File: config.mk
export PLATFORM = sky130hd
export DESIGN_NAME = load_format_flat
export DESIGN_NICKNAME = d
export VERILOG_FILES = /design/src/source/mem_pkg.sv /design/src/source/mem_stage_if.sv /design/src/source/load_format.sv /design/src/flat_wrapper.sv
export SDC_FILE = /design/constraint.sdc
export NUM_CORES = 1
export LEC_CHECK = 0
export ABC_AREA = 1
export BUFFER_PORTS_ARGS = -buffer_cell sky130_fd_sc_hd__buf_4
export CORE_AREA = 5 5 100 102
export DETAILED_ROUTE_END_ITERATION = 16
export DIE_AREA = 0 0 105 107
export GPL_TIMING_DRIVEN = 0
export PLACE_DENSITY = 0.86
export SLEW_MARGIN = 20
export SYNTH_ARGS = -nofsm -noshare
export SYNTH_HDL_FRONTEND = slang
export SYNTH_SLANG_ARGS = --single-unit
File: constraint.sdc
create_clock -name clk -period 3.6 [get_ports clk]
set_clock_uncertainty 0.15 [all_clocks]
set_input_delay 0.36 -clock clk [delete_from_list [all_inputs] [get_ports clk]]
set_output_delay 0.36 -clock clk [all_outputs]
set_load 0.01 [all_outputs]
File: src/source/mem_pkg.sv
`default_nettype none

package mem_pkg;

	localparam int reg_w         = 32;
	localparam int ram_addr_bits = 8;    // 256 words, byte address bits [9:2]

	// memory opcodes as resolved by execute
	typedef enum logic [3:0] {
		op_nop,
		op_lb,
		op_lbu,
		op_lh,
		op_lhu,
		op_lw,
		op_lwl,
		op_lwr,
		op_sb,
		op_sh,
		op_sw,
		op_swl,
		op_swr
	} mem_op_e;

	// final exception code, same numbering as Cause.ExcCode
	typedef enum logic [4:0] {
		exc_none  = 5'd0,
		exc_mod   = 5'd1,
		exc_tlbl  = 5'd2,
		exc_tlbs  = 5'd3,
		exc_adel  = 5'd4,
		exc_ades  = 5'd5,
		exc_sys   = 5'd8,
		exc_ri    = 5'd10,
		exc_cpu   = 5'd11,
		exc_eret  = 5'd14,
		exc_int   = 5'd15,
		exc_watch = 5'd23
	} exc_code_e;

	// flag positions in the raw except_i vector
	localparam int exc_bit_mod   = 1;
	localparam int exc_bit_tlbl  = 2;
	localparam int exc_bit_tlbs  = 3;
	localparam int exc_bit_adel  = 4;
	localparam int exc_bit_ades  = 5;
	localparam int exc_bit_sys   = 8;
	localparam int exc_bit_ri    = 10;
	localparam int exc_bit_cpu   = 11;
	localparam int exc_bit_eret  = 12;   // not its code, eret is reported as 14
	localparam int exc_bit_watch = 23;

	// cp0 register numbers
	localparam logic [4:0] cp0_status_addr = 5'd12;
	localparam logic [4:0] cp0_cause_addr  = 5'd13;
	localparam logic [4:0] cp0_epc_addr    = 5'd14;

endpackage

`default_nettype wire

File: src/source/mem_stage_if.sv
`timescale 1ns/1ps
`default_nettype none

interface mem_stage_if import mem_pkg::*; ();

	logic             valid;
	mem_op_e          aluop;
	logic [1:0]       byte_off;       // address low bits, picks the load lanes
	logic [4:0]       wd;
	logic             wreg;
	logic [reg_w-1:0] wdata;
	logic [reg_w-1:0] reg2;           // old rt value for lwl/lwr merge
	logic             cp0_we;
	logic [4:0]       cp0_addr;
	logic [reg_w-1:0] cp0_data;
	exc_code_e        exc_code;
	logic [reg_w-1:0] pc;
	logic             in_delayslot;

	modport req (output valid, aluop, byte_off, wd, wreg, wdata, reg2,
		cp0_we, cp0_addr, cp0_data, exc_code, pc, in_delayslot);
	modport fmt (input valid, aluop, byte_off, wd, wreg, wdata, reg2, exc_code, pc);
	modport cp0 (input valid, cp0_we, cp0_addr, cp0_data, exc_code, pc, in_delayslot);

endinterface

`default_nettype wire

File: src/source/load_format.sv
`timescale 1ns/1ps
`default_nettype none

module load_format import mem_pkg::*; (
	input  logic             clk,
	input  logic             rst_i,
	mem_stage_if.fmt         stage,
	input  logic [reg_w-1:0] ram_rdata_i,
	output logic             wb_valid_o,
	output logic [4:0]       wb_wd_o,
	output logic             wb_wreg_o,
	output logic [reg_w-1:0] wb_wdata_o,
	output logic             exc_valid_o,
	output exc_code_e        exc_code_o,
	output logic [reg_w-1:0] exc_pc_o
);

	logic [7:0]       byte_sel;
	logic [15:0]      half_sel;
	logic [reg_w-1:0] result;
	logic             has_exc;

	// offset 0 is the top byte
	assign byte_sel = ram_rdata_i[{~stage.byte_off, 3'b000} +: 8];
	assign half_sel = stage.byte_off[1] ? ram_rdata_i[15:0] : ram_rdata_i[31:16];
	assign has_exc  = (stage.exc_code != exc_none);

	always_comb begin
		case (stage.aluop)
			op_lb:  result = {{24{byte_sel[7]}}, byte_sel};
			op_lbu: result = {24'd0, byte_sel};
			op_lh:  result = {{16{half_sel[15]}}, half_sel};
			op_lhu: result = {16'd0, half_sel};
			op_lw:  result = ram_rdata_i;
			op_lwl: begin
				// memory bytes fill rt from the top
				case (stage.byte_off)
					2'd0:    result = ram_rdata_i;
					2'd1:    result = {ram_rdata_i[23:0], stage.reg2[7:0]};
					2'd2:    result = {ram_rdata_i[15:0], stage.reg2[15:0]};
					default: result = {ram_rdata_i[7:0], stage.reg2[23:0]};
				endcase
			end
			op_lwr: begin
				// memory bytes fill rt from the bottom
				case (stage.byte_off)
					2'd0:    result = {stage.reg2[31:8], ram_rdata_i[31:24]};
					2'd1:    result = {stage.reg2[31:16], ram_rdata_i[31:16]};
					2'd2:    result = {stage.reg2[31:24], ram_rdata_i[31:8]};
					default: result = ram_rdata_i;
				endcase
			end
			default: result = stage.wdata;    // nop and stores pass through
		endcase
	end

	always_ff @(posedge clk) begin
		if (rst_i) begin
			wb_valid_o  <= 1'b0;
			exc_valid_o <= 1'b0;
		end else begin
			wb_valid_o  <= stage.valid;
			exc_valid_o <= stage.valid & has_exc;
		end
		wb_wd_o    <= stage.wd;
		wb_wreg_o  <= stage.wreg & ~has_exc;   // excepting op writes no register
		wb_wdata_o <= result;
		exc_code_o <= stage.exc_code;
		exc_pc_o   <= stage.pc;
	end

endmodule

`default_nettype wire

File: src/flat_wrapper.sv
// flat-port wrapper written by rule: the top's interface ports become plain ports
module load_format_flat import mem_pkg::*;
  (clk, rst_i, ram_rdata_i, wb_valid_o, wb_wd_o, wb_wreg_o, wb_wdata_o, exc_valid_o, exc_code_o, exc_pc_o, stage_valid, stage_aluop, stage_byte_off, stage_wd, stage_wreg, stage_wdata, stage_reg2, stage_exc_code, stage_pc);
  mem_stage_if stage_i ();
  input  logic clk;
  input  logic rst_i;
  input  logic [reg_w-1:0] ram_rdata_i;
  output logic wb_valid_o;
  output logic [4:0] wb_wd_o;
  output logic wb_wreg_o;
  output logic [reg_w-1:0] wb_wdata_o;
  output logic exc_valid_o;
  output exc_code_e exc_code_o;
  output logic [reg_w-1:0] exc_pc_o;
  input wire logic [$bits(stage_i.valid)-1:0] stage_valid;
  input wire logic [$bits(stage_i.aluop)-1:0] stage_aluop;
  input wire logic [$bits(stage_i.byte_off)-1:0] stage_byte_off;
  input wire logic [$bits(stage_i.wd)-1:0] stage_wd;
  input wire logic [$bits(stage_i.wreg)-1:0] stage_wreg;
  input wire logic [$bits(stage_i.wdata)-1:0] stage_wdata;
  input wire logic [$bits(stage_i.reg2)-1:0] stage_reg2;
  input wire logic [$bits(stage_i.exc_code)-1:0] stage_exc_code;
  input wire logic [$bits(stage_i.pc)-1:0] stage_pc;
  assign stage_i.valid = stage_valid;
  assign stage_i.aluop = stage_aluop;
  assign stage_i.byte_off = stage_byte_off;
  assign stage_i.wd = stage_wd;
  assign stage_i.wreg = stage_wreg;
  assign stage_i.wdata = stage_wdata;
  assign stage_i.reg2 = stage_reg2;
  assign stage_i.exc_code = stage_exc_code;
  assign stage_i.pc = stage_pc;
  load_format u_core (.clk(clk), .rst_i(rst_i), .stage(stage_i), .ram_rdata_i(ram_rdata_i), .wb_valid_o(wb_valid_o), .wb_wd_o(wb_wd_o), .wb_wreg_o(wb_wreg_o), .wb_wdata_o(wb_wdata_o), .exc_valid_o(exc_valid_o), .exc_code_o(exc_code_o), .exc_pc_o(exc_pc_o));
endmodule
# --- After elaboration in Yosys (flattened, before gate mapping) ---
# Index checks and enable logic that the tools add are counted.
op_classes:
  mux: 4
  eq_ne: 9
  bitwise_logic: 4
  shift: 1
  reduce_logical: 2
op_table:
  columns: ["operator", "n"]
  rows:
  - ["32-bit case mux with 7 select lines", 1]
  - ["32-bit case mux with 3 select lines", 2]
  - ["32-bit by 6-bit variable part select with 8-bit output", 1]
  - ["4-bit by 3-bit == test with 1-bit output, second input constant", 4]
  - ["16-bit two-way mux", 1]
  - ["4-bit by 2-bit == test with 1-bit output, second input constant", 2]
  - ["5-bit nonzero test", 1]
  - ["4-bit by 1-bit == test with 1-bit output, second input constant", 1]
  - ["1-bit AND", 2]
  - ["2-bit by 1-bit == test with 1-bit output, second input constant", 1]
  - ["2-bit == test, second input constant", 1]
  - ["2-bit logical NOT", 1]
  - ["2-bit inverter", 1]
  - ["1-bit inverter", 1]
word_totals:
  output_inout_bits: 77
  register_bits: 77

# --- Longest topological paths before layout ---
logic_depth:
  depth_word: 3
  depth_mapped: 9

# --- Worst setup path after synthesis ---
# OpenSTA, ideal clock, no wires.
synth_path:
  path_kind: "input to register"
  startpoint: "in stage_byte_off[1]"
  endpoint: "reg u_core.wb_wdata_o[16]"
  slack_ns: 2.157
  cell_stages: 9
  required_time_ns: 3.323
  arrival_time_ns: 1.166
  n_path_buf: 2
  setup_ns: 0.127
  cell_sequence: "inv_2 -> buf_2 -> nand2_1 -> nand3_2 -> nand3_2 -> nand2_1 -> inv_2 -> buf_6 -> nand4_1"
synth_between:
  elab_chain_len: 3
  word_cells_on_any_way: 9
  cone_classes: "2 x eq/ne; 1 x shift; 4 x mux; 1 x bitwise; 1 x reduce/logical"
synth_rtl:
  columns: ["element", "line", "rtl"]
  rows:
  - ["start: declaration", "flat_wrapper.sv:17", "input wire logic [$bits(stage_i.byte_off)-1:0] stage_byte_off;"]
  - ["2-bit inverter (tied with other cells)", "load_format.sv:24", "assign byte_sel = ram_rdata_i[{~stage.byte_off, 3'b000} +: 8];"]
  - ["32-bit by 6-bit variable part select with 8-bit output (tied with other cells)", "load_format.sv:24", null]
  - ["32-bit case mux with 7 select lines *", "load_format.sv:29", "case (stage.aluop)"]
  - ["named net u_core.result[16]", "load_format.sv:20", "logic [reg_w-1:0] result;"]
  - ["end signal: assignment", "load_format.sv:67", "wb_wdata_o <= result;"]
  - ["end: declaration", "load_format.sv:12", "output logic [reg_w-1:0] wb_wdata_o,"]
# Mark *: on every way through the listed nets, which the timed path passes. The rest lies on a longest branch.
# A chain may end at the register's enable or synchronous reset.

# --- Final worst setup path ---
layout_path:
  startpoint: "in stage_aluop[0]"
  endpoint: "reg u_core.wb_wdata_o[22]"
layout_between:
  elab_chain_len: 2
  word_cells_on_any_way: 8
  cone_classes: "7 x eq/ne; 1 x mux"
layout_rtl:
  columns: ["element", "line", "rtl"]
  rows:
  - ["start: declaration", "flat_wrapper.sv:16", "input wire logic [$bits(stage_i.aluop)-1:0] stage_aluop;"]
  - ["4-bit by 3-bit == test with 1-bit output (tied with other cells)", "load_format.sv:29", null]
  - ["32-bit case mux with 7 select lines *", "load_format.sv:29", null]
  - ["named net u_core.result[22]", "load_format.sv:20", null]
# Marks and branches as above.

==> qor.txt <==
status = complete, no violations
DP Worst Slack = 1.53 ns
top layer in use = met4
final cell count without fillers = 1109
Sink Count = 77
detailed placement HPWL = 14800 µm
nets@finish = 1141
Leak = 3.58 nW
power per cell area = 335 mW/mm²
critical path arrival = 2.02 ns
sequential fraction of design power = 41.3%
Clk pwr share = 30.2%
drt initial violations = 641
Core Util, Final = 75.6%
synthesized area per cell = 6.11 µm²
Crit path top cell by count = nand2_1
Final Wtd Congestion = 0.994
synthesis-stage register bit count = 77
f_max = 0.530 GHz
Core Rows = 35
syn_nets = 864
Hold Crit Class = in2reg
vias in the first global route = 5817
final instance area = 0.00682 mm²
CP bufs+invs = 3
drt wl/cell = 19.0 µm
clk root buf = clkbuf_8
peak supply drop = 169 µV
DR WL met2 = 10300 µm
CP Capture Type = flop
area of the multi-input gates = 0.00244 mm²
ratio of cells with drive above 1 in the final layout = 28.5%
Max Cap Viol = 0
setup violators final = 0
Hold Path Depth = 2
switching fraction of total power = 32.0%
Psw = 0.731 mW
CP required = 3.73 ns
area delta synth->final = 55.7%
relative slew slack = 49.7%
met3 wire length = 2390 µm
RSZ-0062 raised after global routing = false
internal power = 1.55 mW
Final Slew Violations = 0
WL final = 21100 µm
startpoint types = input port
CP max FO = 10
Register Area = 0.00154 mm²
Starting Density = 48.5%
DRT met1 WL = 7700 µm
critical path, cell by cell = buf_4 > inv_2 > nand2_1 > o21ai_1 > clkbuf_1 > nand2_1 > nand4_1
setup TNS = 0 ns
Die Area = 0.0112 mm²
Cell Area, Placed = 0.00620 mm²
Routed Antenna Nets = 0
largest net degree at the start of global routing = 15
Period minus WS final = 1.89 ns
crit path from = stage_aluop[0]
CTS resizes = 0
Fin. Hold Viols = 0
n_diodes = 0
crit path kind = in2reg
Comb pwr share = 28.5%
worst setup margin = 1.71 ns
DRC violations left = 0
DP Cell Count = 1051
first-pass GRT wire length = 32300 µm
Top Family by Delay on Critical Path = buffers and inverters
CTS Buffer Depth = 2
GRT overflow = 0
count of different cell masters after synthesis = 25
vias per cell = 5.50
Chip Height = 107 µm
clock slew at the register clock pins of the worst setup and hold paths = 0.09 ns
Post-Syn Instances = 716
Syn. warnings = 0
initial antenna violation count = 0
CTS tree = built
worst slew pin tran = 0.755 ns
Inserted Clock Buffers = 9
IO Port Bufs = 224
Seq/Total Area, Yosys = 35.2%
Slowest cell on crit path = clkbuf_1
htree depth = 3
crit-path max cell delay = 0.64 ns
GRT Total Usage = 36.4%
core footprint = 0.00902 mm²
Pre-Repair DR Iteration Count = 6
final critical-path share of the clock period = 52.4%
CP Depth = 7
routed vias = 6099
I/O pin cnt = 225
mapped cell area = 0.00438 mm²
Fillers = 719
die width = 105 µm
Worst Setup EP = u_core.wb_wdata_o[22]
[stage by stage]
stage          power (mW)  hold WS [ns]
6_report             2.29        0.0221
5_1_grt              2.36        0.0240
4_1_cts              2.25       0.00651
3_5_place_dp         1.55         0.316
3_3_place_gp         1.54         0.314
2_1_floorplan        1.21         0.238
[state kept, by name (all words and copies together), names as in the netlist]
signal,flops
u_core.wb_wdata_o,32
u_core.wb_wreg_o,1
u_core.exc_pc_o,32
u_core.wb_wd_o,5
u_core.exc_code_o,5
u_core.exc_valid_o,1
u_core.wb_valid_o,1
[power groups by stage]
| stage | Sequential [mW] | Clock, mW | Combinational, mW |
|---|---|---|---|
| finish | 0.943 | 0.691 | 0.651 |
| floorplan | 0.994 | 0 | 0.219 |
| global route | 0.950 | 0.720 | 0.695 |
| CTS | 0.938 | 0.687 | 0.629 |
| global placement | 0.956 | 0 | 0.583 |
| detailed placement | 0.958 | 0 | 0.588 |
[synth_stat cells, drive strengths merged]
cell,count,area [µm²]
nor2,82,323
a21oi,9,45.0
nand4,11,68.8
nand3b,7,52.6
dfxtp,77,1540
inv,57,214
nand3,137,696
clkinv,1,3.75
o211ai,8,60.1
buf,29,155
nand2,229,862
o21ai,47,235
clkbuf,6,22.5
nor3,1,5.00
or2,8,50.1
and2,7,43.8
[routing by layer]
layer | up-vias | GRT usage, %
met5 | - | 0
met2 | 490 | 63.8
met1 | 2672 | 45.2
li1 | 2866 | -
met4 | 0 | 10.4
met3 | 71 | 6.92
[repair_timing]
action	4_1_cts	5_1_grt
buffers inserted	0	0
hold buffers	42	0
endpoints found under the hold margin	42	0
[worst min path at each step]
stage | endpoint | slack, ns | start
5_1_grt | u_core.wb_valid_o | 0.02 | rst_i
4_1_cts | u_core.wb_valid_o | 0.007 | rst_i
3_3_place_gp | u_core.exc_pc_o[26] | 0.31 | stage_pc[26]
3_5_place_dp | u_core.wb_wd_o[2] | 0.32 | stage_wd[2]
2_1_floorplan | u_core.exc_code_o[0] | 0.24 | stage_exc_code[0]
6_report | u_core.wb_valid_o | 0.02 | rst_i
[cell type report]
| cell class | instances | share of cell area (%) |
|---|---|---|
| Tap cell | 111 | 2.04 |
| Multi-Input combinational cell | 546 | 35.8 |
| Clock buffer | 10 | 1.87 |
| Inverter | 58 | 3.19 |
| Sequential cell | 77 | 22.6 |
| Buffer | 35 | 2.61 |
| Clock inverter | 6 | 1.03 |
| Timing Repair Buffer | 266 | 30.8 |
[cells in the final DEF (no fill, tap or decap), types with 11 or more instances in the layout]
| cell | instances |
|---|---|
| nand2_1 | 228 |
| buf_4 | 226 |
| nand3_1 | 135 |
| nor2_1 | 78 |
| dfxtp_1 | 77 |
| inv_1 | 47 |
| dlygate4sd3_1 | 42 |
| o21ai_1 | 27 |
| buf_2 | 25 |
| o21ai_0 | 20 |
| nand4_1 | 11 |
[logic make-up (layout without fill, tap and decap cells)]
group | count (synthesis) | after routing | share of synthesized area, %
compound gates | 64 | 64 | 7.77
buf+inv | 93 | 375 | 9.03
flops | 77 | 77 | 35.2
simple gates | 482 | 482 | 48.0
(Power assumes the default switching activity.)
