<file path="src/source/mem_pkg.sv">
`default_nettype none

package mem_pkg;

	localparam int reg_w         = 32;
	localparam int ram_addr_bits = 8;    // 256 words, byte address bits [9:2]

	// memory opcodes as resolved by execute
	typedef enum logic [3:0] {
		op_nop,
		op_lb,
		op_lbu,
		op_lh,
		op_lhu,
		op_lw,
		op_lwl,
		op_lwr,
		op_sb,
		op_sh,
		op_sw,
		op_swl,
		op_swr
	} mem_op_e;

	// final exception code, same numbering as Cause.ExcCode
	typedef enum logic [4:0] {
		exc_none  = 5'd0,
		exc_mod   = 5'd1,
		exc_tlbl  = 5'd2,
		exc_tlbs  = 5'd3,
		exc_adel  = 5'd4,
		exc_ades  = 5'd5,
		exc_sys   = 5'd8,
		exc_ri    = 5'd10,
		exc_cpu   = 5'd11,
		exc_eret  = 5'd14,
		exc_int   = 5'd15,
		exc_watch = 5'd23
	} exc_code_e;

	// flag positions in the raw except_i vector
	localparam int exc_bit_mod   = 1;
	localparam int exc_bit_tlbl  = 2;
	localparam int exc_bit_tlbs  = 3;
	localparam int exc_bit_adel  = 4;
	localparam int exc_bit_ades  = 5;
	localparam int exc_bit_sys   = 8;
	localparam int exc_bit_ri    = 10;
	localparam int exc_bit_cpu   = 11;
	localparam int exc_bit_eret  = 12;   // not its code, eret is reported as 14
	localparam int exc_bit_watch = 23;

	// cp0 register numbers
	localparam logic [4:0] cp0_status_addr = 5'd12;
	localparam logic [4:0] cp0_cause_addr  = 5'd13;
	localparam logic [4:0] cp0_epc_addr    = 5'd14;

endpackage

`default_nettype wire

</file>
<file path="src/source/mem_stage_if.sv">
`timescale 1ns/1ps
`default_nettype none

interface mem_stage_if import mem_pkg::*; ();

	logic             valid;
	mem_op_e          aluop;
	logic [1:0]       byte_off;       // address low bits, picks the load lanes
	logic [4:0]       wd;
	logic             wreg;
	logic [reg_w-1:0] wdata;
	logic [reg_w-1:0] reg2;           // old rt value for lwl/lwr merge
	logic             cp0_we;
	logic [4:0]       cp0_addr;
	logic [reg_w-1:0] cp0_data;
	exc_code_e        exc_code;
	logic [reg_w-1:0] pc;
	logic             in_delayslot;

	modport req (output valid, aluop, byte_off, wd, wreg, wdata, reg2,
		cp0_we, cp0_addr, cp0_data, exc_code, pc, in_delayslot);
	modport fmt (input valid, aluop, byte_off, wd, wreg, wdata, reg2, exc_code, pc);
	modport cp0 (input valid, cp0_we, cp0_addr, cp0_data, exc_code, pc, in_delayslot);

endinterface

`default_nettype wire

</file>
<file path="src/source/cp0_regs.sv">
`timescale 1ns/1ps
`default_nettype none

module cp0_regs import mem_pkg::*; (
	input  logic             clk,
	input  logic             rst_i,
	input  logic [5:0]       int_i,
	mem_stage_if.cp0         stage,
	output logic [reg_w-1:0] status_o,
	output logic [reg_w-1:0] cause_o,
	output logic [reg_w-1:0] epc_o
);

	logic commit_ok;
	logic is_eret;

	assign commit_ok = stage.valid && (stage.exc_code == exc_none);
	assign is_eret   = stage.valid && (stage.exc_code == exc_eret);

	always_ff @(posedge clk) begin
		if (rst_i) begin
			status_o <= '0;
			cause_o  <= '0;
			epc_o    <= '0;
		end else begin
			cause_o[15:10] <= int_i;    // hardware IP sampled every cycle

			if (commit_ok && stage.cp0_we) begin
				case (stage.cp0_addr)
					cp0_status_addr: begin
						status_o <= stage.cp0_data;
					end
					cp0_cause_addr: begin
						// only IP[1:0] and bits 22, 23 are writable
						cause_o[9:8]   <= stage.cp0_data[9:8];
						cause_o[23:22] <= stage.cp0_data[23:22];
					end
					cp0_epc_addr: begin
						epc_o <= stage.cp0_data;
					end
					default: ;
				endcase
			end

			if (is_eret) begin
				status_o[1] <= 1'b0;    // leave exception level
			end else if (stage.valid && !commit_ok) begin
				status_o[1]   <= 1'b1;
				cause_o[6:2]  <= stage.exc_code;
				cause_o[31]   <= stage.in_delayslot;   // BD
				// restart at the branch when in a delay slot
				epc_o <= stage.in_delayslot ? stage.pc - 32'd4 : stage.pc;
			end
		end
	end

endmodule

`default_nettype wire

</file>
<file path="src/flat_wrapper.sv">
// flat-port wrapper written by rule: the top's interface ports become plain ports
module cp0_regs_flat import mem_pkg::*;
  (clk, rst_i, int_i, status_o, cause_o, epc_o, stage_valid, stage_cp0_we, stage_cp0_addr, stage_cp0_data, stage_exc_code, stage_pc, stage_in_delayslot);
  mem_stage_if stage_i ();
  input  logic clk;
  input  logic rst_i;
  input  logic [5:0] int_i;
  output logic [reg_w-1:0] status_o;
  output logic [reg_w-1:0] cause_o;
  output logic [reg_w-1:0] epc_o;
  input wire logic [$bits(stage_i.valid)-1:0] stage_valid;
  input wire logic [$bits(stage_i.cp0_we)-1:0] stage_cp0_we;
  input wire logic [$bits(stage_i.cp0_addr)-1:0] stage_cp0_addr;
  input wire logic [$bits(stage_i.cp0_data)-1:0] stage_cp0_data;
  input wire logic [$bits(stage_i.exc_code)-1:0] stage_exc_code;
  input wire logic [$bits(stage_i.pc)-1:0] stage_pc;
  input wire logic [$bits(stage_i.in_delayslot)-1:0] stage_in_delayslot;
  assign stage_i.valid = stage_valid;
  assign stage_i.cp0_we = stage_cp0_we;
  assign stage_i.cp0_addr = stage_cp0_addr;
  assign stage_i.cp0_data = stage_cp0_data;
  assign stage_i.exc_code = stage_exc_code;
  assign stage_i.pc = stage_pc;
  assign stage_i.in_delayslot = stage_in_delayslot;
  cp0_regs u_core (.clk(clk), .rst_i(rst_i), .int_i(int_i), .stage(stage_i), .status_o(status_o), .cause_o(cause_o), .epc_o(epc_o));
endmodule
</file>
<file path="config.mk">
export PLATFORM = sky130hd
export DESIGN_NAME = cp0_regs_flat
export DESIGN_NICKNAME = d
export VERILOG_FILES = /design/src/source/mem_pkg.sv /design/src/source/mem_stage_if.sv /design/src/source/cp0_regs.sv /design/src/flat_wrapper.sv
export SDC_FILE = /design/constraint.sdc
export NUM_CORES = 1
export LEC_CHECK = 0
export ABC_AREA = 1
export BUFFER_PORTS_ARGS = -buffer_cell sky130_fd_sc_hd__clkbuf_2
export CAP_MARGIN = 20
export CORE_MARGIN = 2
export CORE_UTILIZATION = 38
export DETAILED_ROUTE_END_ITERATION = 16
export PLACE_DENSITY_LB_ADDON = 0.25
export SYNTH_ARGS = -nofsm -noshare
export SYNTH_HDL_FRONTEND = slang
export SYNTH_SLANG_ARGS = --single-unit
</file>
<file path="constraint.sdc">
create_clock -name clk -period 3.4 [get_ports clk]
set_input_delay 0.68 -clock clk [delete_from_list [all_inputs] [get_ports clk]]
set_output_delay 0.68 -clock clk [all_outputs]
set_load 0.02 [all_outputs]
</file>
---- Word level (Yosys, flattened, before mapping) ----
Index checks and enable logic that the tools add are counted.
W data, S select, Z words.
storage, ports and cells
  output and inout port bits .............. 96
  word-level logic and storage cells ...... 33
  input bits .............................. 85
  register bits ........................... 80
operators by class
  muxes and demuxes ....................... 8
  eq/ne operators ......................... 4
  bitwise logic cells ..................... 1
  add/subtract/negate cells ............... 1
  reductions and logical operators ........ 13
operators with widths
  kind                     count
  $mux W32                 5
  $sub A32 B3 Y32 const B  1
  $eq A5 B4 Y1 const B     4
  $reduce_and A2 Y1        4
  $logic_not A5 Y1         1
  $logic_and A1 B1 Y1      4
  $mux W2                  2
  $reduce_bool A2 Y1       2
  $reduce_or A2 Y1         1
  $logic_not A1 Y1         1
  $mux W1                  1
  $not A1 Y1               1

---- Logic depth before layout (Yosys ltp) ----
Gate-level depths: netlist of the first run.
  depth after elaboration ................. 6
  gate-level depth with buffers ........... 13

---- Least setup slack after synthesis of the first run ----
No wires, ideal clock.
  path kind ............................... input-to-reg
  start point ............................. input port stage_pc[2]
  end point ............................... register u_core.epc_o[28]
  stages .................................. 13
  data arrival time ....................... 1738 ps
  library setup time ...................... 109 ps
  slack ................................... 1553 ps
  buffers on the path ..................... 0
  path through ............................ inv_1 > ha_1 > nand2_2 > inv_1 > nand3_1 > nor2_1 > nand2_1 > clkinv_2 > nand3_1 > nand2_1 > nand3_1 > nand2_1 > inv_1
between the ends
  cells in the longest elaborated chain, start to end .. 4
ends and longest elaborated chain
  what                  line                source
  from (decl)           flat_wrapper.sv:16  input wire logic [$bits(stage_i.pc)-1:0] stage_pc;
  $sub A32 B3 Y32       cp0_regs.sv:52      epc_o <= stage.in_delayslot ? stage.pc - 32'd4 : stage.pc;
  $mux W32              cp0_regs.sv:52
  $mux W32              cp0_regs.sv:47      end else if (stage.valid && !commit_ok) begin
  $mux W32              cp0_regs.sv:45      if (is_eret) begin
  to (signal assigned)  cp0_regs.sv:39      epc_o <= stage.cp0_data;
  to (signal assigned)  cp0_regs.sv:52
  to (decl)             cp0_regs.sv:11      output logic [reg_w-1:0] epc_o
Every way passes these cells.
A chain may end at the register's enable or synchronous reset.

---- Final worst setup path of the first run ----
  start point ............................. input port stage_exc_code[4]
  end point ............................... register u_core.status_o[8]
between the ends
  cells in the longest elaborated chain, start to end .. 4
ends and longest elaborated chain
  what                         line                source
  from (decl)                  flat_wrapper.sv:15  input wire logic [$bits(stage_i.exc_code)-1:0] stage_exc_code;
  $logic_not A5 Y1             cp0_regs.sv:17      assign commit_ok = stage.valid && (stage.exc_code == exc_none);
  $logic_and A1 B1 Y1          cp0_regs.sv:17
  $logic_and A1 B1 Y1          cp0_regs.sv:28      if (commit_ok && stage.cp0_we) begin
  $reduce_and A2 Y1 (no line)  -
  to (signal assigned)         cp0_regs.sv:31      status_o <= stage.cp0_data;
  to (decl)                    cp0_regs.sv:9       output logic [reg_w-1:0] status_o,
Every way passes these cells.

==> flow_summary.json, run 1 <==
{
  "dr.pass1.iters": 5,
  "max_cap_viol_count": 0,
  "async_flop_share_pct": 0,
  "drc_errors": 0,
  "avgRoutedWirePerCell_um": 14.1,
  "viasPerCell": 4.87,
  "die_height_um": 110,
  "syn_avg_cell_area_um2": 6.84,
  "finalSetupTns_ns": 0,
  "crit_fanout": 48,
  "ctsResizeCount": 0,
  "yosysSeqAreaShare_pct": 37.6,
  "finalWeightedCongestion": 0.877,
  "cts.sink_count": 80,
  "drt_iter0_markers": 350,
  "synth_edf_count": 0,
  "power.total_w": 0.00216,
  "cts_buffers": 9,
  "fin_crit_ns": 2.26,
  "cts_hold_buf": 0,
  "slowest_stage": "inv_2",
  "fmax_ghz": 0.443,
  "drt-total-wl_um": 12900,
  "fin_crit_sh_pct": 66.4,
  "path_cells": "clkbuf_2 > nor2_2 > nand3b_2 > nor2_4 > buf_4 > nand2_2 > inv_2 > o21ai_0 > a21oi_1",
  "synth.distinct_cells": 40,
  "yosys.area_share.simple_pct": 29.7,
  "synthCells": 623,
  "cp.arrival_ns": 2.53,
  "drive_gt1_share_pct": 26.9,
  "synth_top_family_by_area": "simple AND/OR/NAND/NOR gates",
  "dp_hpwl_um": 10200,
  "slew_headroom_pct": 43.0,
  "worstPathRequired_ns": 3.68,
  "grt_pass1_vias": 3994,
  "yosys_warnings": 0,
  "die-area_um2": 12100,
  "worst-path-buf-inv": 3,
  "grt_max_degree": 52,
  "p_leak_nw": 2.69,
  "muxShareOfSynthArea_pct": 0,
  "hp-class": "flop to flop",
  "syn2layout_area_growth_pct": 23.9,
  "synth_xor_area_share_pct": 1.23,
  "synth_fa_ha_area_share_pct": 0.293,
  "grt_overflow": 0,
  "synth_compound_area_share_pct": 17.5,
  "cellPowerDensity_nw_per_um2": 408,
  "yosys_register_bits": 80,
  "insertion_delay_ns": 0.34,
  "critical_path_class": "primary input to flop",
  "numPortBuffers": 164,
  "antenna_found_initial": 0,
  "rows": 38,
  "cts_buffer_depth": 2,
  "fin_worst_skew_ns": 0,
  "worstMarginPinSlew_ns": 0.853,
  "outcome": "complete, no violations",
  "clkTransAtPathRegs_ns": 0.07,
  "synth-main-ff-cell": "dfxtp_1",
  "vias": 4463,
  "syn-cell-area_um2": 4260,
  "dp_slack_ns": 0.812,
  "rsz0062_at_grt": "false",
  "start_kind": "primary input",
  "antennaDiodeCount": 0,
  "h-tree-depth": 3,
  "cts_tree": "built",
  "coreArea_um2": 10900,
  "whs_ns": 0.475,
  "ant_nets": 0,
  "critPathTopFamily": "buffers and inverters",
  "cpPeakStageDelay_ns": 0.55,
  "die_x_um": 110,
  "grt_use_total_pct": 21.4,
  "regArea_um2": 1600,
  "postCtsSetupRepairBufs": 0,
  "initial_utilization_pct": 39.2,
  "io_pins": 181,
  "root_buffer": "clkbuf_8",
  "multi_input_area_um2": 2140,
  "num-fill-cells": 1162,
  "grt_pass1_wl_um": 20000,
  "fin_ws_ns": 1.14,
  "finalMaxSlewViolations": 0,
  "setup_viol": 0,
  "num-nets-final": 857,
  "final_hold_viol_count": 0,
  "worst_ir_drop_vdd_mv": 0.171,
  "cp-end-kind": "flop"
}
==> cells by family (layout without fill, tap and decap cells) <==
logic type / after synthesis / count (layout)
fa+ha+maj: 1 / 1
compound gates: 135 / 135
buf+inv: 117 / 255
other cells: 1 / 16
flops: 80 / 80
simple gates: 283 / 283
xor+xnor: 6 / 6
==> power breakdown <==
group	total, W	switching [W]	internal [W]
Clock	0.000804	0.000349	0.000456
Sequential	0.000993	0.0000194	0.000974
Combinational	0.000360	0.000237	0.000123
Total	0.00216	0.000605	0.00155
==> synth_stat cells (4+ instances only) <==
library cell,instances,share of area [%]
nand2_1,100,8.8
nor2_1,98,8.6
dfxtp_1,80,38
inv_1,69,6.1
a21oi_1,57,6.7
nand3_1,46,5.4
o21ai_0,46,5.4
buf_4,21,3.7
o21ai_1,13,1.5
nand4_1,12,1.8
buf_2,10,1.2
clkbuf_1,7,0.62
nor3_1,7,0.82
nor2_2,6,0.88
o211ai_2,6,1.8
a31oi_1,5,0.73
buf_6,5,1.3
o211ai_1,5,0.88
xor2_1,4,0.82
==> cell type report <==
type	count	area share, %
clock buffer	12	2.94
clock inverter	4	1.45
inverter	71	5.07
multi-input combinational	441	40.6
sequential	80	30.3
tap	140	3.32
timing repair buffer	168	16.3
==> final timing paths <==
| path | start | slack, ns | to | cells after the start |
|---|---|---|---|---|
| worst max-delay path | stage_exc_code[4] | 1.14 | u_core.status_o[8]$_SDFFE_PP0P_ | 9 |
| worst min-delay path | u_core.cause_o[23]$_SDFFE_PP0P_ | 0.47 | u_core.cause_o[23]$_SDFFE_PP0P_ | 2 |
| worst max register to register | u_core.epc_o[12]$_SDFF_PP0_ | 2.55 | u_core.epc_o[12]$_SDFF_PP0_ | 4 |
| worst min register to register | u_core.cause_o[23]$_SDFFE_PP0P_ | 0.47 | u_core.cause_o[23]$_SDFFE_PP0P_ | 2 |
==> worst reg2reg max path, cell delays in order, from the launching register on <==
cell and delay, ns:
dfxtp_1 0.33, a21oi_1 0.13, nor2_1 0.05, o21ai_0 0.12, a21oi_1 0.09
==> routing by layer <==
metal | wire, µm | global-route usage (%) | vias to the layer above
li1 | - | - | 2291
met3 | 811 | 3.32 | 11
met5 | 0 | 0 | -
met2 | 5680 | 32.5 | 146
met4 | 143 | 6.15 | 0
met1 | 6270 | 31.1 | 2015
==> cells in the final DEF, fill, tap and decap left out, types with 3 or more instances in the layout <==
cell,count
clkbuf_2,164
nand2_1,100
nor2_1,98
dfxtp_1,80
inv_1,69
a21oi_1,57
o21ai_0,46
nand3_1,45
conb_1,16
o21ai_1,13
nand4_1,12
clkbuf_8,11
nor3_1,7
nor2_2,6
o211ai_2,6
a31oi_1,5
o211ai_1,5
xor2_1,4
nor2_4,3
buf_4,3
==> state kept, by name, summed over array words and instances (netlist names) <==
signal / count
u_core.epc_o: 32
u_core.cause_o: 16
u_core.status_o: 32
==> through the flow <==
stage	std cells	cell area, µm²	util [%]
2_1_floorplan	638	4320	-
3_3_place_gp	900	5050	46.4
3_5_place_dp	900	5050	46.4
4_1_cts	916	5280	48.5
5_1_grt	916	5280	48.5
6_report	916	5280	48.5
No activity file was read; power rests on OpenSTA's default activity.
==> run 2, diff against run 1 <==
Clock period 3.4 ns to 1.9 ns, I/O delays scaled along.
==> flow_summary.json, run 2 (synthesized netlist as in run 1, its figures left out) <==
{
  "grt_use_total_pct": 21.6,
  "syn2layout_area_growth_pct": 27.4,
  "drt-total-wl_um": 13100,
  "final_cell_mix": "164 x clkbuf_2, 100 x nand2_1, 98 x nor2_1, 80 x dfxtp_1, 69 x inv_1",
  "dp_slack_ns": 0.0698,
  "die_x_um": 110,
  "r2r_cells": 4,
  "die-area_um2": 12100,
  "viasPerCell": 4.88,
  "rows": 38,
  "fin_worst_skew_ns": 0,
  "clkTransAtPathRegs_ns": 0.08,
  "startpoint": "stage_pc[2]",
  "grt_overflow": 0,
  "max_cap_viol_count": 0,
  "rsz0062_at_grt": "false",
  "fmax_ghz": 0.661,
  "final_hold_viol_count": 0,
  "critical_path_class": "primary input to flop",
  "drive_gt1_share_pct": 28.2,
  "finalMaxSlewViolations": 0,
  "hp-class": "primary input to flop",
  "wl_met1_um": 6400,
  "cp-end-kind": "flop",
  "postCtsSetupRepairBufs": 0,
  "worst-r2r-setup-slack_ns": 1.13,
  "met3_length_um": 821,
  "final_util_pct": 49.9,
  "worst-path-buf-inv": 3,
  "cts_buffers": 9,
  "layout_commonest_cell": "clkbuf_2",
  "root_buffer": "clkbuf_8",
  "worst_ir_drop_vdd_mv": 0.331,
  "drc_errors": 0,
  "worstPathRequired_ns": 2.14,
  "cts_hold_buf": 0,
  "finalWeightedCongestion": 0.975,
  "dpl.cell_count": 912,
  "hold_depth": 3,
  "vias": 4527,
  "cp.arrival_ns": 1.76,
  "cts_tree": "built",
  "routed.top_layer": "met4",
  "num-nets-final": 869,
  "io_pins": 181,
  "insertion_delay_ns": 0.34,
  "critPathCapture": "u_core.epc_o[26]$_SDFF_PP0_",
  "start_kind": "primary input",
  "stdcell_count": 928,
  "avgRoutedWirePerCell_um": 14.1,
  "outcome": "complete, no violations",
  "p_leak_nw": 2.77,
  "cpPeakStageDelay_ns": 0.20,
  "dr.pass1.iters": 5,
  "worstMarginPinSlew_ns": 0.536,
  "fin_ws_ns": 0.386,
  "grt_pass1_vias": 4030,
  "cts_buffer_depth": 2,
  "antennaDiodeCount": 0,
  "crit_fanout": 4,
  "antenna_found_initial": 0,
  "cts.sink_count": 80,
  "dr_wl_met2_um": 5790,
  "slowest_stage": "o21ai_0",
  "slew_headroom_pct": 64.0,
  "fin_crit_ns": 1.51,
  "numPortBuffers": 164,
  "critPathTopFamily": "simple AND/OR/NAND/NOR gates",
  "die_height_um": 110,
  "setup_viol": 0,
  "grt_max_degree": 52,
  "initial_utilization_pct": 39.2,
  "fin_crit_sh_pct": 79.7,
  "ant_nets": 0,
  "cellPowerDensity_nw_per_um2": 739,
  "drt_iter0_markers": 293,
  "crit_cells": 12,
  "largestRegisters": "u_core.epc_o (32), u_core.status_o (32), u_core.cause_o (16)",
  "crit_top_cell": "nor2_1",
  "path_cells": "clkbuf_2 > inv_1 > ha_1 > nand2_2 > inv_1 > nand3_1 > nor2_1 > nand3_1 > o21ai_0 > nand2_1 > nor2_1 > nor2_1",
  "h-tree-depth": 3,
  "num-fill-cells": 1130,
  "ctsResizeCount": 0,
  "grt_pass1_wl_um": 20100,
  "finalSetupTns_ns": 0,
  "coreArea_um2": 10900,
  "power.total_w": 0.00401,
  "worst_r2r_endpoint": "u_core.epc_o[30]$_SDFF_PP0_",
  "dp_hpwl_um": 10300,
  "r2r-start": "u_core.epc_o[30]$_SDFF_PP0_"
}
==> run 2: cell count changes in the layout (fill, tap and decap cells not counted), sizes merged <==
cell | previous run | this run
buf | 4 | 16
clkbuf | 176 | 174
clkinv | 2 | 4
bufinv | 2 | 3
clkinvlp | 1 | 0
==> run 2: report_power, final <==
part,internal [W],leakage (nW),switching [W]
combinational,0.000234,1.99,0.000432
sequential,0.00174,0.655,0.0000325
clock,0.000916,0.127,0.000654
==> run 2: tightest hold or removal path, cell delays in order <==
cell and delay (ns):
clkbuf_2 0.08, inv_1 0.04, nor2_1 0.03
==> run 2: worst min path at each step <==
stage                                                from                              end  slack [ns]
final                                            int_i[0]    u_core.cause_o[10]$_SDFF_PP0_        0.22
after global placement    u_core.cause_o[23]$_SDFFE_PP0P_  u_core.cause_o[23]$_SDFFE_PP0P_        0.45
after CTS                                        int_i[5]    u_core.cause_o[15]$_SDFF_PP0_        0.20
after global routing                             int_i[1]    u_core.cause_o[11]$_SDFF_PP0_        0.21
after detailed placement   u_core.cause_o[2]$_SDFFE_PP0P_   u_core.cause_o[2]$_SDFFE_PP0P_        0.46
after floorplan                                  int_i[0]    u_core.cause_o[10]$_SDFF_PP0_        0.49
==> run 2: layout make-up <==
cell class                      instances  area, µm²  area share, %
Multi-Input combinational cell        441       2140           39.4
Sequential cell                        80       1600           29.5
Timing Repair Buffer                  180        991           18.2
Inverter                               71        268           4.93
Tap cell                              140        175           3.23
Clock buffer                           10        138           2.53
Clock inverter                          6        116           2.14
==> run 2: metal layers <==
metal | vias up | track usage, %
met1 | 2039 | 31.7
met5 | - | 0
li1 | 2316 | -
met2 | 165 | 32.8
met4 | 0 | 5.52
met3 | 7 | 3.26
==> run 2: per-stage QoR <==
stage               hold WS [ns]  instance area, µm²
global route               0.205                5430
CTS                        0.202                5430
floorplan                  0.487                4320
detailed placement         0.456                5180
global placement           0.452                5180
finish                     0.219                5430
