### config.mk
export PLATFORM = sky130hd
export DESIGN_NAME = mem_request_flat
export DESIGN_NICKNAME = d
export VERILOG_FILES = /design/src/source/mem_pkg.sv /design/src/source/mem_stage_if.sv /design/src/source/mem_request.sv /design/src/flat_wrapper.sv
export SDC_FILE = /design/constraint.sdc
export NUM_CORES = 1
export LEC_CHECK = 0
export BUFFER_PORTS_ARGS = -buffer_cell sky130_fd_sc_hd__buf_4
export CAP_MARGIN = 20
export CORE_AREA = 2 2 193 195
export DETAILED_ROUTE_END_ITERATION = 16
export DIE_AREA = 0 0 195 197
export HOLD_SLACK_MARGIN = 0.12
export PLACE_DENSITY = 0.48
export SLEW_MARGIN = 20
export SYNTH_ARGS = -nofsm -noshare
export SYNTH_HDL_FRONTEND = slang
export SYNTH_SLANG_ARGS = --single-unit
### constraint.sdc
create_clock -name clk -period 2.2 [get_ports clk]
set_input_delay 0.22 -clock clk [delete_from_list [all_inputs] [get_ports clk]]
set_output_delay 0.22 -clock clk [all_outputs]
set_load 0.05 [all_outputs]
### src/source/mem_pkg.sv
`default_nettype none

package mem_pkg;

	localparam int reg_w         = 32;
	localparam int ram_addr_bits = 8;    // 256 words, byte address bits [9:2]

	// memory opcodes as resolved by execute
	typedef enum logic [3:0] {
		op_nop,
		op_lb,
		op_lbu,
		op_lh,
		op_lhu,
		op_lw,
		op_lwl,
		op_lwr,
		op_sb,
		op_sh,
		op_sw,
		op_swl,
		op_swr
	} mem_op_e;

	// final exception code, same numbering as Cause.ExcCode
	typedef enum logic [4:0] {
		exc_none  = 5'd0,
		exc_mod   = 5'd1,
		exc_tlbl  = 5'd2,
		exc_tlbs  = 5'd3,
		exc_adel  = 5'd4,
		exc_ades  = 5'd5,
		exc_sys   = 5'd8,
		exc_ri    = 5'd10,
		exc_cpu   = 5'd11,
		exc_eret  = 5'd14,
		exc_int   = 5'd15,
		exc_watch = 5'd23
	} exc_code_e;

	// flag positions in the raw except_i vector
	localparam int exc_bit_mod   = 1;
	localparam int exc_bit_tlbl  = 2;
	localparam int exc_bit_tlbs  = 3;
	localparam int exc_bit_adel  = 4;
	localparam int exc_bit_ades  = 5;
	localparam int exc_bit_sys   = 8;
	localparam int exc_bit_ri    = 10;
	localparam int exc_bit_cpu   = 11;
	localparam int exc_bit_eret  = 12;   // not its code, eret is reported as 14
	localparam int exc_bit_watch = 23;

	// cp0 register numbers
	localparam logic [4:0] cp0_status_addr = 5'd12;
	localparam logic [4:0] cp0_cause_addr  = 5'd13;
	localparam logic [4:0] cp0_epc_addr    = 5'd14;

endpackage

`default_nettype wire

### src/source/mem_stage_if.sv
`timescale 1ns/1ps
`default_nettype none

interface mem_stage_if import mem_pkg::*; ();

	logic             valid;
	mem_op_e          aluop;
	logic [1:0]       byte_off;       // address low bits, picks the load lanes
	logic [4:0]       wd;
	logic             wreg;
	logic [reg_w-1:0] wdata;
	logic [reg_w-1:0] reg2;           // old rt value for lwl/lwr merge
	logic             cp0_we;
	logic [4:0]       cp0_addr;
	logic [reg_w-1:0] cp0_data;
	exc_code_e        exc_code;
	logic [reg_w-1:0] pc;
	logic             in_delayslot;

	modport req (output valid, aluop, byte_off, wd, wreg, wdata, reg2,
		cp0_we, cp0_addr, cp0_data, exc_code, pc, in_delayslot);
	modport fmt (input valid, aluop, byte_off, wd, wreg, wdata, reg2, exc_code, pc);
	modport cp0 (input valid, cp0_we, cp0_addr, cp0_data, exc_code, pc, in_delayslot);

endinterface

`default_nettype wire

### src/source/mem_request.sv
`timescale 1ns/1ps
`default_nettype none

module mem_request import mem_pkg::*; (
	input  logic             clk,
	input  logic             rst_i,
	input  logic             op_valid_i,
	input  mem_op_e          aluop_i,
	input  logic [reg_w-1:0] addr_i,
	input  logic [reg_w-1:0] reg2_i,
	input  logic [4:0]       wd_i,
	input  logic             wreg_i,
	input  logic [reg_w-1:0] wdata_i,
	input  logic             cp0_we_i,
	input  logic [4:0]       cp0_addr_i,
	input  logic [reg_w-1:0] cp0_data_i,
	input  logic [31:0]      except_i,
	input  logic [reg_w-1:0] pc_i,
	input  logic             in_delayslot_i,
	input  logic [reg_w-1:0] status_i,
	input  logic [reg_w-1:0] cause_i,
	output logic             ram_ce_o,
	output logic             ram_we_o,
	output logic [3:0]       ram_sel_o,
	output logic [reg_w-1:0] ram_addr_o,
	output logic [reg_w-1:0] ram_wdata_o,
	mem_stage_if.req         stage
);

	logic             in_valid;
	mem_op_e          in_op;
	logic [reg_w-1:0] in_addr;
	logic [reg_w-1:0] in_reg2;
	logic [4:0]       in_wd;
	logic             in_wreg;
	logic [reg_w-1:0] in_wdata;
	logic             in_cp0_we;
	logic [4:0]       in_cp0_addr;
	logic [reg_w-1:0] in_cp0_data;
	logic [31:0]      in_except;
	logic [reg_w-1:0] in_pc;
	logic             in_ds;
	logic [1:0]       off;
	logic             ce_c;
	logic             we_c;
	logic             adel;
	logic             ades;
	logic [reg_w-1:0] fwd_status;
	logic [reg_w-1:0] fwd_cause;
	logic             int_pending;
	exc_code_e        exc_c;

	always_ff @(posedge clk) begin
		if (rst_i) begin
			in_valid <= 1'b0;
		end else begin
			in_valid <= op_valid_i;
		end
		in_op       <= aluop_i;
		in_addr     <= addr_i;
		in_reg2     <= reg2_i;
		in_wd       <= wd_i;
		in_wreg     <= wreg_i;
		in_wdata    <= wdata_i;
		in_cp0_we   <= cp0_we_i;
		in_cp0_addr <= cp0_addr_i;
		in_cp0_data <= cp0_data_i;
		in_except   <= except_i;
		in_pc       <= pc_i;
		in_ds       <= in_delayslot_i;
	end

	assign off = in_addr[1:0];

	// big-endian lanes with offset 0 in sel[3]
	always_comb begin
		ce_c        = 1'b0;
		we_c        = 1'b0;
		ram_sel_o   = 4'b1111;
		ram_wdata_o = '0;
		adel        = 1'b0;
		ades        = 1'b0;
		case (in_op)
			op_lb, op_lbu: begin
				ce_c      = 1'b1;
				ram_sel_o = 4'b1000 >> off;
			end
			op_lh, op_lhu: begin
				ce_c      = ~off[0];
				ram_sel_o = off[1] ? 4'b0011 : 4'b1100;
				adel      = off[0];
			end
			op_lw: begin
				ce_c = ~|off;
				adel = |off;
			end
			op_lwl, op_lwr: begin
				ce_c = 1'b1;    // full word merged on the way back
			end
			op_sb: begin
				ce_c        = 1'b1;
				we_c        = 1'b1;
				ram_sel_o   = 4'b1000 >> off;
				ram_wdata_o = {4{in_reg2[7:0]}};
			end
			op_sh: begin
				ce_c        = ~off[0];
				we_c        = 1'b1;
				ram_sel_o   = off[0] ? 4'b0000 : (off[1] ? 4'b0011 : 4'b1100);
				ram_wdata_o = {2{in_reg2[15:0]}};
				ades        = off[0];
			end
			op_sw: begin
				ce_c        = ~|off;
				we_c        = 1'b1;
				ram_sel_o   = (|off) ? 4'b0000 : 4'b1111;
				ram_wdata_o = in_reg2;
				ades        = |off;
			end
			op_swl: begin
				ce_c        = 1'b1;
				we_c        = 1'b1;
				ram_sel_o   = 4'b1111 >> off;
				ram_wdata_o = in_reg2 >> {off, 3'b000};    // upper rt bytes from offset down
			end
			op_swr: begin
				ce_c        = 1'b1;
				we_c        = 1'b1;
				ram_sel_o   = 4'b1111 << ~off;
				ram_wdata_o = in_reg2 << {~off, 3'b000};   // lower rt bytes up to offset
			end
			default: begin
				ce_c = 1'b0;
			end
		endcase
	end

	assign ram_ce_o   = ce_c & in_valid;
	assign ram_we_o   = we_c & in_valid & (exc_c == exc_none);
	assign ram_addr_o = {in_addr[reg_w-1:2], 2'b00};

	// previous op is still uncommitted in the stage register
	always_comb begin
		fwd_status = status_i;
		fwd_cause  = cause_i;
		if (stage.valid && stage.exc_code == exc_none && stage.cp0_we) begin
			if (stage.cp0_addr == cp0_status_addr)
				fwd_status = stage.cp0_data;
			if (stage.cp0_addr == cp0_cause_addr) begin
				fwd_cause[9:8]   = stage.cp0_data[9:8];     // soft IP
				fwd_cause[23:22] = stage.cp0_data[23:22];
			end
		end
		if (stage.valid && stage.exc_code == exc_eret)
			fwd_status[1] = 1'b0;
		else if (stage.valid && stage.exc_code != exc_none)
			fwd_status[1] = 1'b1;      // exception entry sets exl
	end

	assign int_pending = (|(fwd_cause[15:8] & fwd_status[15:8])) && !fwd_status[1]
		&& fwd_status[0];

	// fixed priority from interrupt down to eret
	always_comb begin
		exc_c = exc_none;
		if (in_valid) begin
			if (int_pending) exc_c = exc_int;
			else if (in_except[exc_bit_mod]) exc_c = exc_mod;
			else if (in_except[exc_bit_tlbl]) exc_c = exc_tlbl;
			else if (in_except[exc_bit_tlbs]) exc_c = exc_tlbs;
			else if (in_except[exc_bit_adel] || adel) exc_c = exc_adel;
			else if (in_except[exc_bit_ades] || ades) exc_c = exc_ades;
			else if (in_except[exc_bit_sys]) exc_c = exc_sys;
			else if (in_except[exc_bit_ri]) exc_c = exc_ri;
			else if (in_except[exc_bit_cpu]) exc_c = exc_cpu;
			else if (in_except[exc_bit_watch]) exc_c = exc_watch;
			else if (in_except[exc_bit_eret]) exc_c = exc_eret;
		end
	end

	always_ff @(posedge clk) begin
		if (rst_i) begin
			stage.valid <= 1'b0;
		end else begin
			stage.valid <= in_valid;
		end
		stage.aluop        <= in_op;
		stage.byte_off     <= off;
		stage.wd           <= in_wd;
		stage.wreg         <= in_wreg;
		stage.wdata        <= in_wdata;
		stage.reg2         <= in_reg2;
		stage.cp0_we       <= in_cp0_we;
		stage.cp0_addr     <= in_cp0_addr;
		stage.cp0_data     <= in_cp0_data;
		stage.exc_code     <= exc_c;
		stage.pc           <= in_pc;
		stage.in_delayslot <= in_ds;
	end

	// misaligned stores are dropped before they reach the port
	a_write_enabled: assert property (@(posedge clk) disable iff (rst_i)
		ram_we_o |-> ram_ce_o);

endmodule

`default_nettype wire

### src/flat_wrapper.sv
// flat-port wrapper written by rule: the top's interface ports become plain ports
module mem_request_flat import mem_pkg::*;
  (clk, rst_i, op_valid_i, aluop_i, addr_i, reg2_i, wd_i, wreg_i, wdata_i, cp0_we_i, cp0_addr_i, cp0_data_i, except_i, pc_i, in_delayslot_i, status_i, cause_i, ram_ce_o, ram_we_o, ram_sel_o, ram_addr_o, ram_wdata_o, stage_valid, stage_aluop, stage_byte_off, stage_wd, stage_wreg, stage_wdata, stage_reg2, stage_cp0_we, stage_cp0_addr, stage_cp0_data, stage_exc_code, stage_pc, stage_in_delayslot);
  mem_stage_if stage_i ();
  input  logic clk;
  input  logic rst_i;
  input  logic op_valid_i;
  input  mem_op_e aluop_i;
  input  logic [reg_w-1:0] addr_i;
  input  logic [reg_w-1:0] reg2_i;
  input  logic [4:0] wd_i;
  input  logic wreg_i;
  input  logic [reg_w-1:0] wdata_i;
  input  logic cp0_we_i;
  input  logic [4:0] cp0_addr_i;
  input  logic [reg_w-1:0] cp0_data_i;
  input  logic [31:0] except_i;
  input  logic [reg_w-1:0] pc_i;
  input  logic in_delayslot_i;
  input  logic [reg_w-1:0] status_i;
  input  logic [reg_w-1:0] cause_i;
  output logic ram_ce_o;
  output logic ram_we_o;
  output logic [3:0] ram_sel_o;
  output logic [reg_w-1:0] ram_addr_o;
  output logic [reg_w-1:0] ram_wdata_o;
  output wire logic [$bits(stage_i.valid)-1:0] stage_valid;
  output wire logic [$bits(stage_i.aluop)-1:0] stage_aluop;
  output wire logic [$bits(stage_i.byte_off)-1:0] stage_byte_off;
  output wire logic [$bits(stage_i.wd)-1:0] stage_wd;
  output wire logic [$bits(stage_i.wreg)-1:0] stage_wreg;
  output wire logic [$bits(stage_i.wdata)-1:0] stage_wdata;
  output wire logic [$bits(stage_i.reg2)-1:0] stage_reg2;
  output wire logic [$bits(stage_i.cp0_we)-1:0] stage_cp0_we;
  output wire logic [$bits(stage_i.cp0_addr)-1:0] stage_cp0_addr;
  output wire logic [$bits(stage_i.cp0_data)-1:0] stage_cp0_data;
  output wire logic [$bits(stage_i.exc_code)-1:0] stage_exc_code;
  output wire logic [$bits(stage_i.pc)-1:0] stage_pc;
  output wire logic [$bits(stage_i.in_delayslot)-1:0] stage_in_delayslot;
  assign stage_valid = stage_i.valid;
  assign stage_aluop = stage_i.aluop;
  assign stage_byte_off = stage_i.byte_off;
  assign stage_wd = stage_i.wd;
  assign stage_wreg = stage_i.wreg;
  assign stage_wdata = stage_i.wdata;
  assign stage_reg2 = stage_i.reg2;
  assign stage_cp0_we = stage_i.cp0_we;
  assign stage_cp0_addr = stage_i.cp0_addr;
  assign stage_cp0_data = stage_i.cp0_data;
  assign stage_exc_code = stage_i.exc_code;
  assign stage_pc = stage_i.pc;
  assign stage_in_delayslot = stage_i.in_delayslot;
  mem_request u_core (.clk(clk), .rst_i(rst_i), .op_valid_i(op_valid_i), .aluop_i(aluop_i), .addr_i(addr_i), .reg2_i(reg2_i), .wd_i(wd_i), .wreg_i(wreg_i), .wdata_i(wdata_i), .cp0_we_i(cp0_we_i), .cp0_addr_i(cp0_addr_i), .cp0_data_i(cp0_data_i), .except_i(except_i), .pc_i(pc_i), .in_delayslot_i(in_delayslot_i), .status_i(status_i), .cause_i(cause_i), .ram_ce_o(ram_ce_o), .ram_we_o(ram_we_o), .ram_sel_o(ram_sel_o), .ram_addr_o(ram_addr_o), .ram_wdata_o(ram_wdata_o), .stage(stage_i));
endmodule
* Yosys cells after proc, flatten, opt, wreduce, memory -nomap -nowiden
Cells that the tools add are included.
Word-level totals: flip-flop bits (word level) 355, bits of input ports 276, output and inout bits 223, logic and storage cells 100
Cells by class: equality and inequality tests 15, shifts and indexed selects 5, multiplexer cells 27, bitwise gates (word level) 6, reduce and logical (&&, ||, !) cells 21
Operator list (count):
- case mux 32 bit (5 select lines) | 1
- 2-to-1 mux 5 bit | 11
- 2-to-1 mux 16 bit | 2
- left shift 32 x 5 -> 32 bit | 1
- >> shifter 32 x 5 -> 32 bit | 1
- case mux 4 bit (6 select lines) | 1
- equality test 4 bit (second input constant) | 5
- equality test 4 x 3 -> 1 bit (second input constant) | 4
- 2-to-1 mux 4 bit | 4
- equality test 5 x 4 -> 1 bit (second input constant) | 3
- zero test 5 bit | 2
- bitwise AND 8 bit | 1
- equality test 4 x 2 -> 1 bit (second input constant) | 2
- OR reduction 8 bit | 1
- >> shifter 4 x 2 -> 4 bit (first input constant) | 2
- OR reduction 7 bit | 1
- logical AND 1 bit | 6
- OR reduction 2 bit | 3
- OR reduction 3 bit | 2
- nonzero test 5 bit | 1
- OR reduction 5 bit | 1
- equality test 4 x 1 -> 1 bit (second input constant) | 1
- 2-to-1 mux 2 bit | 2
- case mux 1 bit (2 select lines) | 2
- other kinds (8) | 14

* Depth between registers and ports, before layout
depth after elaboration 14, depth in mapped cells 8, mapped depth without buffers 6

* Worst setup path after synthesis
Ideal clock, no wire load.
path kind reg2out, start reg u_core.stage.valid, end out ram_we_o, arrival 2.478 ns, required time 1.980 ns, path slack -0.498 ns, stages on the path, launching flop included 8, path buffers 1, cells stage by stage dfxtp_1 and4bb_1 and4bb_1 buf_6 mux2_4 a221oi_2 a22o_4 o2111a_1
Between the ends: word-level cells in the longest chain between the ends 12, elaborated cells between the ends (all ways) 17, classes of those cells mux (6); bitwise (2); reduce/logical (9)
Ends and longest elaborated chain:
- start, declared | line mem_stage_if.sv:20 | modport req (output valid, aluop, byte_off, wd, wreg, wdata, reg2,
- start signal, assigned | line mem_request.sv:185 | stage.valid <= in_valid;
- logical AND 1 bit (2 in series) | line mem_request.sv:146 | if (stage.valid && stage.exc_code == exc_none && stage.cp0_we) begin
- 2-to-1 mux 16 bit | line mem_request.sv:146
- 2-to-1 mux 1 bit | line mem_request.sv:156 | else if (stage.valid && stage.exc_code != exc_none)
- 2-to-1 mux 1 bit | line mem_request.sv:154 | if (stage.valid && stage.exc_code == exc_eret)
- zero test 1 bit | line mem_request.sv:160 | assign int_pending = (|(fwd_cause[15:8] & fwd_status[15:8])) && !fwd_status[1]
- logical AND 1 bit | line mem_request.sv:160
- logical AND 1 bit (*) | line mem_request.sv:161 | && fwd_status[0];
- 2-to-1 mux 5 bit (*) | line mem_request.sv:167 | if (int_pending) exc_c = exc_int;
- 2-to-1 mux 5 bit (*) | line mem_request.sv:166 | if (in_valid) begin
- zero test 5 bit (*) | line mem_request.sv:139 | assign ram_we_o = we_c & in_valid & (exc_c == exc_none);
- bitwise AND 1 bit (*) | line mem_request.sv:139
- end, declared | line flat_wrapper.sv:23 | output logic ram_we_o;
Mark *: on every way between the ends. The rest lies on a longest branch, timed or not.

* Worst setup path after layout
start reg u_core.stage.cp0_addr[1] in the netlist's numbering, end out ram_we_o
Between the ends: word-level cells in the longest chain between the ends 12, elaborated cells between the ends (all ways) 17, classes of those cells eq/ne (2); mux (8); bitwise (2); reduce/logical (5)
Ends and longest elaborated chain:
- start, declared | line mem_stage_if.sv:21 | cp0_we, cp0_addr, cp0_data, exc_code, pc, in_delayslot);
- start signal, assigned | line mem_request.sv:194 | stage.cp0_addr <= in_cp0_addr;
- equality test 5 x 4 -> 1 bit | line mem_request.sv:147 | if (stage.cp0_addr == cp0_status_addr)
- 2-to-1 mux 16 bit | line mem_request.sv:147
- 2-to-1 mux 16 bit | line mem_request.sv:146
- 2-to-1 mux 1 bit | line mem_request.sv:156
- 2-to-1 mux 1 bit | line mem_request.sv:154
- zero test 1 bit | line mem_request.sv:160
- logical AND 1 bit | line mem_request.sv:160
- logical AND 1 bit (*) | line mem_request.sv:161
- 2-to-1 mux 5 bit (*) | line mem_request.sv:167
- 2-to-1 mux 5 bit (*) | line mem_request.sv:166
- zero test 5 bit (*) | line mem_request.sv:139
- bitwise AND 1 bit (*) | line mem_request.sv:139
Marked as above.

==> flow_summary.json <==
{
  "root_buffer": "clkbuf_16",
  "cts_made_buffers": 38,
  "first_global_vias": 7937,
  "via_count": 7501,
  "finalCritPeriodShare": 1.288,
  "hold_start": "status_i[0]",
  "synth-seq-area-share": 0.7562,
  "ant_nets": 0,
  "layout-drive-gt1-share": 0.4677,
  "violations": "setup timing",
  "cp.arrival_ns": 2.61,
  "clock_latency_ns": 0.55,
  "syn_area_per_cell_um2": 13.33,
  "core-area_um2": 36260,
  "required_ns": 1.98,
  "start_util": 0.2490,
  "synth_top_family_by_area": "compound AO/OA/AOI/OAI gates",
  "max_freq_mhz": 353.0,
  "syn2layout_area_growth_pct": 87.37,
  "synthAdderAreaFrac": 0,
  "clock_path_buffers": 3,
  "synth_cell_types": 51,
  "grt_max_degree": 22,
  "synth_compound_area_frac": 0.1009,
  "gp_congestion": 0.7560,
  "grt_pass1_wl_um": 44110,
  "synth_mux_area_frac": 0.04310,
  "ff2ff_setup_slack_ns": 0.12,
  "outcome": "finished with violations",
  "ys_ff_latch": 341,
  "antenna_found_initial": 0,
  "rsz0062_at_grt": "true",
  "r2r_start": "u_core.stage.cp0_addr[1]",
  "synth-simple-area-share": 0.05364,
  "num_rows": 70,
  "synthCells": 677,
  "seq_area_um2": 6865,
  "antenna_cells": 0,
  "peakVddDrop_mv": 0.9187,
  "drcViolationCount": 0,
  "criticalPathCategory": "flip-flop to primary output",
  "holdPathStages": 5,
  "n_fill_cell": 3292,
  "crit_path_end_kind": "primary output",
  "io_pins": 499,
  "htree_levels": 2,
  "async_flop_share": 0,
  "fin_cells": 1845,
  "yosys_warnings": 0,
  "io_buffers": 428,
  "grt_use_total": 0.1510,
  "synthFlopType": "dfxtp_1",
  "grt_overflow_total": 0,
  "die_w_um": 195,
  "vias_per_cell": 4.066,
  "skew_ns": 0.01388,
  "hold_viol": 0,
  "wl_per_cell_um": 16.25,
  "synth_edf_count": 0,
  "p_leak_uw": 0.007650,
  "place_ws_ns": -0.2198,
  "rr_worst_depth": 7,
  "synth_area_um2": 9027,
  "drt_iter0_drc": 273,
  "drv_slew": 0,
  "wirelength_um": 29990,
  "clock-sinks": 341,
  "rr_endpoint": "u_core.stage.exc_code[4]",
  "min_period_ns": 2.833,
  "synth_xor_area_frac": 0.001940,
  "holdCritPathClass": "primary input to flip-flop",
  "path_clk_slew_ns": 0.05,
  "cts_tree": "built",
  "place_inst": 1571,
  "setup_viol": 35,
  "cp-start-kind": "flip-flop",
  "power.density_nw_per_um2": 905.2,
  "worstPathMaxFanout": 6,
  "layout_setup_ws_ns": -0.6327,
  "max-cap-violations": 0,
  "hpwl_um": 21000,
  "dieArea_um2": 38420,
  "drtPass1Iterations": 5,
  "multiInputGateArea_um2": 2200,
  "die_y_um": 197,
  "nNetsFinal": 1624,
  "min_to": "u_core.stage.exc_code[3]"
}
power breakdown:
group          switching (µW)  leakage [µW]  internal (µW)  total, µW
registers                 156       0.00288           6510       6670
logic                    1320       0.00416           1030       2340
clock network            2510      0.000606           3790       6300
registers in the layout (all words and copies together), names as in the netlist, 10 cells and up:
register / cells
u_core.in_addr: 32
u_core.in_cp0_data: 32
u_core.in_pc: 32
u_core.in_reg2: 32
u_core.in_wdata: 32
u_core.stage.cp0_data: 32
u_core.stage.pc: 32
u_core.stage.reg2: 32
u_core.stage.wdata: 32
u_core.in_except: 10
stage by stage:
stage	TNS [ns]	util	instance area (µm²)	hold slack (ns)	total power, µW
floorplan	-1.614	-	9062	0.2477	7876
global placement	-0.1793	0.3571	12950	0.3097	8691
CTS	-9.094	0.4575	16590	0.2022	15480
finish	-7.874	0.4665	16920	0.2315	15310
detailed placement	-0.2976	0.3571	12950	0.3121	8705
global route	-11.06	0.4665	16920	0.2342	15920
cell usage after synthesis, types with 3 or more instances:
| cell type | instances | area [µm²] |
|---|---|---|
| buf_2 | 7 | 35.03 |
| buf_1 | 7 | 26.28 |
| buf_4 | 32 | 240.2 |
| a22o_1 | 18 | 157.7 |
| clkbuf_1 | 9 | 33.78 |
| mux2i_1 | 25 | 250.2 |
| inv_1 | 10 | 37.54 |
| nor2_1 | 38 | 142.6 |
| nand2_1 | 37 | 138.9 |
| o221ai_1 | 9 | 78.83 |
| clkinv_1 | 3 | 11.26 |
| dfxtp_1 | 341 | 6827 |
| o21ai_0 | 27 | 135.1 |
| nor3_1 | 8 | 40.04 |
| nand3_1 | 5 | 25.02 |
| o2111ai_1 | 3 | 26.28 |
| a222oi_1 | 7 | 70.07 |
| a22oi_1 | 12 | 90.09 |
| a21oi_1 | 18 | 90.09 |
| mux2_2 | 11 | 123.9 |
| nor2b_1 | 5 | 31.28 |
| a221o_1 | 9 | 90.09 |
logic make-up after synthesis:
family,Yosys count
flip-flops,341
other,1
XOR/XNOR,2
AND/OR/NAND/NOR,106
AO/OA/AOI/OAI,121
multiplexers,37
buffers and inverters,69
worst max-delay path: stages, from the launching register on:
cell	delay (ns)
dfxtp_2	0.32
nand4bb_4	0.22
and4bb_4	0.43
mux2_4	0.31
a221oi_2	0.26
a22o_4	0.18
o2111a_2	0.20
buf_8	0.15
area by class of cell:
cell class / count / area share
sequential: 341 / 0.4059
timing repair buffer: 686 / 0.3513
multi-input combinational: 268 / 0.1300
clock buffer: 56 / 0.06376
tap: 468 / 0.03462
clock inverter: 13 / 0.01073
inverter: 13 / 0.003698
metal layers:
layer | wire length [µm] | vias up | GRT usage
li1 | - | 3655 | -
met1 | 11370 | 3467 | 0.1628
met2 | 14800 | 312 | 0.2608
met3 | 2705 | 67 | 0.05749
met4 | 1113 | 0 | 0.07294
met5 | 0 | - | 0
cells in the final DEF, fill, tap and decap left out, types with 18 or more instances in the layout:
cell           instances
dfxtp_1              324
buf_6                 51
a22o_1                18
dlygate4sd3_1        189
mux2i_1               25
nand2_1               24
buf_4                434
nor2_1                29
clkbuf_16             38
o21ai_0               22
how the worst max path moves through the flow:
stage / depth (start not counted) / from / end
after detailed placement: 7 / u_core.stage.cp0_addr[1] / ram_we_o
after floorplan: 5 / u_core.in_addr[0] / ram_wdata_o[19]
after global routing: 7 / u_core.stage.cp0_addr[1] / ram_we_o
after CTS: 7 / u_core.stage.cp0_addr[1] / ram_we_o
final: 7 / u_core.stage.cp0_addr[1] / ram_we_o
after global placement: 7 / u_core.stage.cp0_addr[1] / ram_we_o
timing repair:
item | in CTS | in global routing
resized for setup | 108 | 59
pin swaps | 26 | 28
hold buffers | 189 | 0
hold endpoints to repair | 189 | 0
cloned | 1 | 0
endpoints found under the setup margin | 38 | 38
buffers inserted | 6 | 12
Power figures use the tool's default switching activity.
